File: config.mk
export PLATFORM = sky130hd
export DESIGN_NAME = KeyExpander
export DESIGN_NICKNAME = d
export VERILOG_FILES = /design/src/hw/AesPkg.sv /design/src/hw/KeyExpander.sv
export VERILOG_INCLUDE_DIRS = /design/src /design/src/include
export SDC_FILE = /design/constraint.sdc
export NUM_CORES = 2
export LEC_CHECK = 0
export BUFFER_PORTS_ARGS = -buffer_cell sky130_fd_sc_hd__clkbuf_2
export CORE_AREA = 3 3 608 610
export CTS_CLUSTER_SIZE = 12
export DETAILED_ROUTE_END_ITERATION = 12
export DIE_AREA = 0 0 611 613
export PLACE_DENSITY = 0.47
export SKIP_LAST_GASP = 1
export SLEW_MARGIN = 30
export SYNTH_ARGS = -nofsm -noshare
export SYNTH_HDL_FRONTEND = slang
export SYNTH_SLANG_ARGS = --single-unit
File: constraint.sdc
create_clock -name Clock -period 26.2 [get_ports Clock]
set_input_delay 3.93 -clock Clock [delete_from_list [all_inputs] [get_ports Clock]]
set_output_delay 3.93 -clock Clock [all_outputs]
set_load 0.01 [all_outputs]
File: src/include/AesFunctions.svh
/*
 * AES-128 combinational helpers: GF(2^8) arithmetic, S-box,
 * and the SubBytes, ShiftRows and MixColumns block transforms
 */
`ifndef AES_FUNCTIONS_SVH
`define AES_FUNCTIONS_SVH

// --------------------
// Field arithmetic
// --------------------

// Multiply by x modulo the AES polynomial 0x11b
function automatic logic [7:0] xtime(input logic [7:0] a);
    return {a[6:0], 1'b0} ^ (a[7] ? 8'h1b : 8'h00);
endfunction

// Shift-and-add multiply, one xtime per bit of b
function automatic logic [7:0] gfMul(input logic [7:0] a, input logic [7:0] b);
    logic [7:0] acc;
    logic [7:0] term;
    acc = 8'h00;
    term = a;
    for (int i = 0; i < 8; i++) begin
        if (b[i]) begin
            acc = acc ^ term;
        end
        term = xtime(term);
    end
    return acc;
endfunction

// Forward S-box: inverse as a^254, then the affine map
function automatic logic [7:0] sBox(input logic [7:0] a);
    logic [7:0] pow;
    logic [7:0] inv;
    pow = a;
    inv = 8'h01;
    // 254 = 2+4+...+128, so multiply the successive squares
    for (int i = 1; i < 8; i++) begin
        pow = gfMul(pow, pow);
        inv = gfMul(inv, pow);
    end
    // Zero maps to zero here, giving 0x63 after the affine step
    return inv ^ {inv[6:0], inv[7]} ^ {inv[5:0], inv[7:6]}
               ^ {inv[4:0], inv[7:5]} ^ {inv[3:0], inv[7:4]} ^ 8'h63;
endfunction

// --------------------
// Block transforms
// --------------------

function automatic aesBlock subBytes(input aesBlock b);
    aesBlock res;
    for (int i = 0; i < 16; i++) begin
        res[8*i +: 8] = sBox(b[8*i +: 8]);
    end
    return res;
endfunction

// Byte k = 4*col + row, byte 0 in the top bits
function automatic aesBlock shiftRows(input aesBlock b);
    aesBlock res;
    for (int c = 0; c < 4; c++) begin
        for (int r = 0; r < 4; r++) begin
            res[127 - 8*(4*c + r) -: 8] = b[127 - 8*(4*((c + r) % 4) + r) -: 8];
        end
    end
    return res;
endfunction

// Column times the fixed matrix {02 03 01 01} rotated
function automatic aesBlock mixColumns(input aesBlock b);
    aesBlock res;
    logic [7:0] a0, a1, a2, a3;
    for (int c = 0; c < 4; c++) begin
        {a0, a1, a2, a3} = b[127 - 32*c -: 32];
        res[127 - 32*c -: 32] = {
            xtime(a0) ^ xtime(a1) ^ a1 ^ a2 ^ a3,
            a0 ^ xtime(a1) ^ xtime(a2) ^ a2 ^ a3,
            a0 ^ a1 ^ xtime(a2) ^ xtime(a3) ^ a3,
            xtime(a0) ^ a0 ^ a1 ^ a2 ^ xtime(a3)};
    end
    return res;
endfunction

`endif
File: src/hw/AesPkg.sv
/*
 * AES-128 shared package: block types, sizes, round constants,
 * key-expander states and the combinational transform functions
 */
`default_nettype none

package AesPkg;

    // --------------------
    // Sizes
    // --------------------

    // AES-128 round count
    localparam int NumRounds = 10;
    // Initial key-add stage plus one stage per round
    localparam int PipeDepth = NumRounds + 1;

    // --------------------
    // Types
    // --------------------

    // State or data block, byte 0 in bits 127:120
    typedef logic [127:0] aesBlock;

    // Round key r lives in slice r, slice 0 is the cipher key
    typedef aesBlock [NumRounds:0] aesRoundKeys;

    // Key expander FSM
    typedef enum logic {
        keyIdle,
        keyExpanding
    } keyExpState;

    // --------------------
    // Constants
    // --------------------

    // Rcon bytes for rounds 1 to 10
    localparam logic [7:0] roundConst [0:NumRounds-1] = '{
        8'h01, 8'h02, 8'h04, 8'h08, 8'h10,
        8'h20, 8'h40, 8'h80, 8'h1b, 8'h36
    };

    // Transform functions, typed on aesBlock above
    `include "AesFunctions.svh"

endpackage

`default_nettype wire

File: src/hw/KeyExpander.sv
/*
 * AES-128 key schedule, one round key per clock after a load strobe;
 * all eleven keys stay stored until the next load
 */
`default_nettype none

module KeyExpander (
    input  wire              Clock,
    input  wire              rst,
    input  wire              load,
    input  wire AesPkg::aesBlock key,
    output AesPkg::aesRoundKeys roundKeys,
    output logic             keysReady,
    output logic             busy
);
    import AesPkg::*;

    keyExpState state;
    // Index of the key written next, 1 to 10
    logic [3:0] roundCount;

    aesBlock    prevKey;
    aesBlock    nextKey;
    logic [31:0] rotWord;
    logic [31:0] subWord;
    logic [31:0] tempWord;

    // --------------------
    // Next key from previous
    // --------------------

    assign prevKey = roundKeys[roundCount - 4'd1];

    // RotWord on the last word of the previous key
    assign rotWord = {prevKey[23:0], prevKey[31:24]};

    // SubWord, byte by byte
    assign subWord = {sBox(rotWord[31:24]), sBox(rotWord[23:16]),
                      sBox(rotWord[15:8]), sBox(rotWord[7:0])};

    // Rcon only touches the top byte
    assign tempWord = subWord ^ {roundConst[roundCount - 4'd1], 24'h000000};

    // Each word chains on the one before it
    assign nextKey[127:96] = prevKey[127:96] ^ tempWord;
    assign nextKey[95:64]  = prevKey[95:64] ^ nextKey[127:96];
    assign nextKey[63:32]  = prevKey[63:32] ^ nextKey[95:64];
    assign nextKey[31:0]   = prevKey[31:0] ^ nextKey[63:32];

    // --------------------
    // Control FSM
    // --------------------

    always_ff @(posedge Clock) begin
        if (rst) begin
            state <= keyIdle;
            roundCount <= 4'd1;
            keysReady <= 1'b0;
        end else if (load) begin
            // Restart from key 1, old keys no longer valid
            state <= keyExpanding;
            roundCount <= 4'd1;
            keysReady <= 1'b0;
        end else if (state == keyExpanding) begin
            if (roundCount == NumRounds) begin
                state <= keyIdle;
                keysReady <= 1'b1;
            end else begin
                roundCount <= roundCount + 4'd1;
            end
        end
    end

    // Key storage, cipher key on the load edge
    always_ff @(posedge Clock) begin
        if (load) begin
            roundKeys[0] <= key;
        end else if (state == keyExpanding) begin
            roundKeys[roundCount] <= nextKey;
        end
    end

    assign busy = (state == keyExpanding);

endmodule

`default_nettype wire

==> flow_summary_export.csv <==
group,metric,value,unit
cts,cts-root-buf,"clkbuf_16",
floorplan,coreArea,365000,um^2
sta,fmax,42.7,MHz
layout,syn_to_final_growth,19.4,%
sta,finalCritPeriodShare,89.5,%
synthesis,seq_area_frac_synth,37.4,%
sta,slew_viol_final,0,
place,place_congestion,0.966,
cts,clk_latency,0.93,ns
cts,cts.path.max_buffers,4,
sta,fin_setup_tns,0,ns
layout,fillCellCount,36500,
grt,grt_overflow_total,0,
layout,layout-drive-gt1-share,25.8,%
sta,slew_headroom,14.3,%
sta,finalSetupViolCount,0,
sta,rsz0062_at_grt,"no",
place,dp_hpwl,489000,um
place,dp_slack,2.61,ns
grt,first_global_vias,91900,
layout,finish.utilization,37.0,%
floorplan,dieWidth,611,um
synthesis,synth_area,113000,um^2
layout,nets,12200,
route,avgViaCountPerCell,5.72,
cts,cts_made_buffers,171,
synthesis,ys_ff_latch,1414,
grt,antenna_found_initial,80,
route,drc,0,
cts,clk_pin_slew,0.07,ns
sta,holdWs,0.563,ns
sta,min_period,23.45,ns
route,drtIter0Drc,12300,
sta,worst_slack,2.75,ns
synthesis,synthTopCellsByArea,"edfxtp_1 37%, xnor2_1 13%, xnor3_1 6.9%, mux4_2 5.0%, xor2_1 4.1%",
grt,track_usage,32.4,%
layout,regArea,42400,um^2
synthesis,synthArstFlopShare,0,%
place,io_buffer_count,1540,
critical_path,r2r_cells,55,
route,wire_per_inst,37.2,um
sta,finalClockSkew,0.112,ns
layout,multi_input_area,69300,um^2
critical_path,cp_data_arrival_time,24.06,ns
synthesis,synth_edf_count,1408,
critical_path,critPathCaptureType,"flip-flop",
grt,grt_pass1_wl,837000,um
critical_path,path_class,"reg2reg",
synthesis,synthFlopType,"edfxtp_1",
floorplan,io_pins,1541,
min_path,hold_depth,2,
min_path,hold_path_class,"reg2reg",
cts,postCtsSetupBuffers,0,
route,via_count,97300,
job,drv_cap,0,
cts,hold_buffers,0,
cts,clock_sinks,1414,
synthesis,synth_area_leader_cell,"edfxtp_1",
cts,tritoncts,"done",
critical_path,critPathMostFrequentCell,"xnor3_1",
grt,grt_max_degree,95,
floorplan,die_y,613,um
critical_path,slowest_stage,"ha_4",
synthesis,ys_warn_count,0,
route,drt_wl_total,632000,um
sta,tightest_slew,1.29,ns
synthesis,syn_area_per_cell,10.8,um^2
critical_path,cp_max_fo,42,
critical_path,slowest_delay,0.98,ns
synthesis,synthCells,10500,
synthesis,synth_nets,10700,
critical_path,startpoint_type,"flip-flop",
status,outcome,"finished, final reports clean",
cts,cts_resized,0,
route,first_pass_iters,6,
route,ant_nets,0,
sta,hold_viol,0,
critical_path,required,26.82,ns
floorplan,start_util,31.0,%
floorplan,rows,222,
floorplan,die_area,375000,um^2
synthesis,synth_top_area_share,37.3,%
cts,cts.htree.levels,4,
synthesis,yosys.cell_types.count,132,
state kept, by name (all words and copies together) (netlist names):
name / count
busy: 1
keysReady: 1
roundCount: 4
roundKeys: 1408
layer usage:
| layer | vias up | share of wire [%] | global-route usage [%] |
|---|---|---|---|
| met5 | - | 0.021 | 0 |
| met4 | 18 | 8.5 | 22.7 |
| met1 | 49700 | 37 | 39.0 |
| met3 | 1063 | 9.9 | 9.49 |
| li1 | 41100 | - | - |
| met2 | 5485 | 44 | 49.9 |
worst max-delay path: cells and delay by family (launching register included):
| family | cells | cell delay (ns) |
|---|---|---|
| compound gates | 10 | 2.77 |
| xor+xnor | 28 | 13.74 |
| fa+ha+maj | 3 | 1.95 |
| buf+inv | 5 | 1.79 |
| flops | 1 | 0.66 |
| mux | 1 | 0.24 |
| simple gates | 8 | 1.78 |
cell usage after synthesis (all sizes together) (37+ instances only):
| cell | n |
|---|---|
| o22ai | 108 |
| mux2i | 289 |
| a31oi | 105 |
| inv | 118 |
| o211ai | 112 |
| a21oi | 366 |
| a221oi | 71 |
| and2 | 52 |
| nand3 | 217 |
| xnor3 | 378 |
| nand2 | 922 |
| o31ai | 51 |
| nor2 | 1213 |
| mux2 | 124 |
| buf | 268 |
| nor2b | 79 |
| nand2b | 54 |
| clkbuf | 403 |
| xor3 | 37 |
| o21ai | 488 |
| mux4 | 253 |
| nand4 | 51 |
| xor2 | 568 |
| a22o | 68 |
| a211oi | 72 |
| a22oi | 56 |
| or2 | 37 |
| xnor2 | 1778 |
| nor3 | 241 |
| edfxtp | 1408 |
cell families after synthesis:
kind of cell             share of synthesized area, %
flip-flops                                       37.4
buffers and inverters                            3.10
AO/OA/AOI/OAI                                    11.0
XOR/XNOR                                         27.8
AND/OR/NAND/NOR                                  11.6
multiplexers                                     8.85
adder cells (fa/ha/maj)                         0.276
area by class of cell:
class                   instances  share of cell area (%)
inverters                     127                   0.355
clock inverters                94                   0.736
clock buffers                 211                    3.32
well taps                    4816                    4.46
repair buffers               1999                    8.45
flip-flops and latches       1414                    31.4
multi-input cells            8312                    51.3
diodes                         36                  0.0666
per-stage QoR:
stage	cells	cell area [um^2]
2_1_floorplan	10500	113000
3_3_place_gp	16700	129000
3_5_place_dp	16700	129000
4_1_cts	17000	135000
5_1_grt	17000	135000
6_report	17000	135000
placed cells by master (no fill, tap or decap), drive strengths merged, types with 52 or more instances in the layout:
| master | netlist | final |
|---|---|---|
| xnor3 | 378 | 378 |
| a31oi | 105 | 105 |
| nand3 | 217 | 217 |
| nand2 | 922 | 922 |
| o211ai | 112 | 112 |
| xnor2 | 1778 | 1778 |
| a22oi | 56 | 56 |
| nor3 | 241 | 241 |
| o21ai | 488 | 488 |
| inv | 118 | 125 |
| a21oi | 366 | 366 |
| nor2b | 79 | 79 |
| clkbuf | 403 | 1750 |
| nor2 | 1213 | 1213 |
| a221oi | 71 | 71 |
| a22o | 68 | 68 |
| clkinv | 9 | 78 |
| and2 | 52 | 52 |
| buf | 268 | 460 |
| mux2 | 124 | 124 |
| nand2b | 54 | 54 |
| o22ai | 108 | 108 |
| a211oi | 72 | 72 |
| edfxtp | 1408 | 1408 |
| mux2i | 289 | 289 |
| xor2 | 568 | 568 |
| mux4 | 253 | 253 |
path summary, 6_finish.rpt:
kind	startpoint	endpoint	slack [ns]
hold / removal	keysReady	keysReady	0.56
hold reg to reg	keysReady	keysReady	0.56
setup reg to reg	roundCount[0]	roundKeys[20]	2.75
setup / recovery	roundCount[0]	roundKeys[20]	2.75
Power is not shown: default switching activity piles up to over one toggle a cycle in this logic, so the estimate is an artifact.
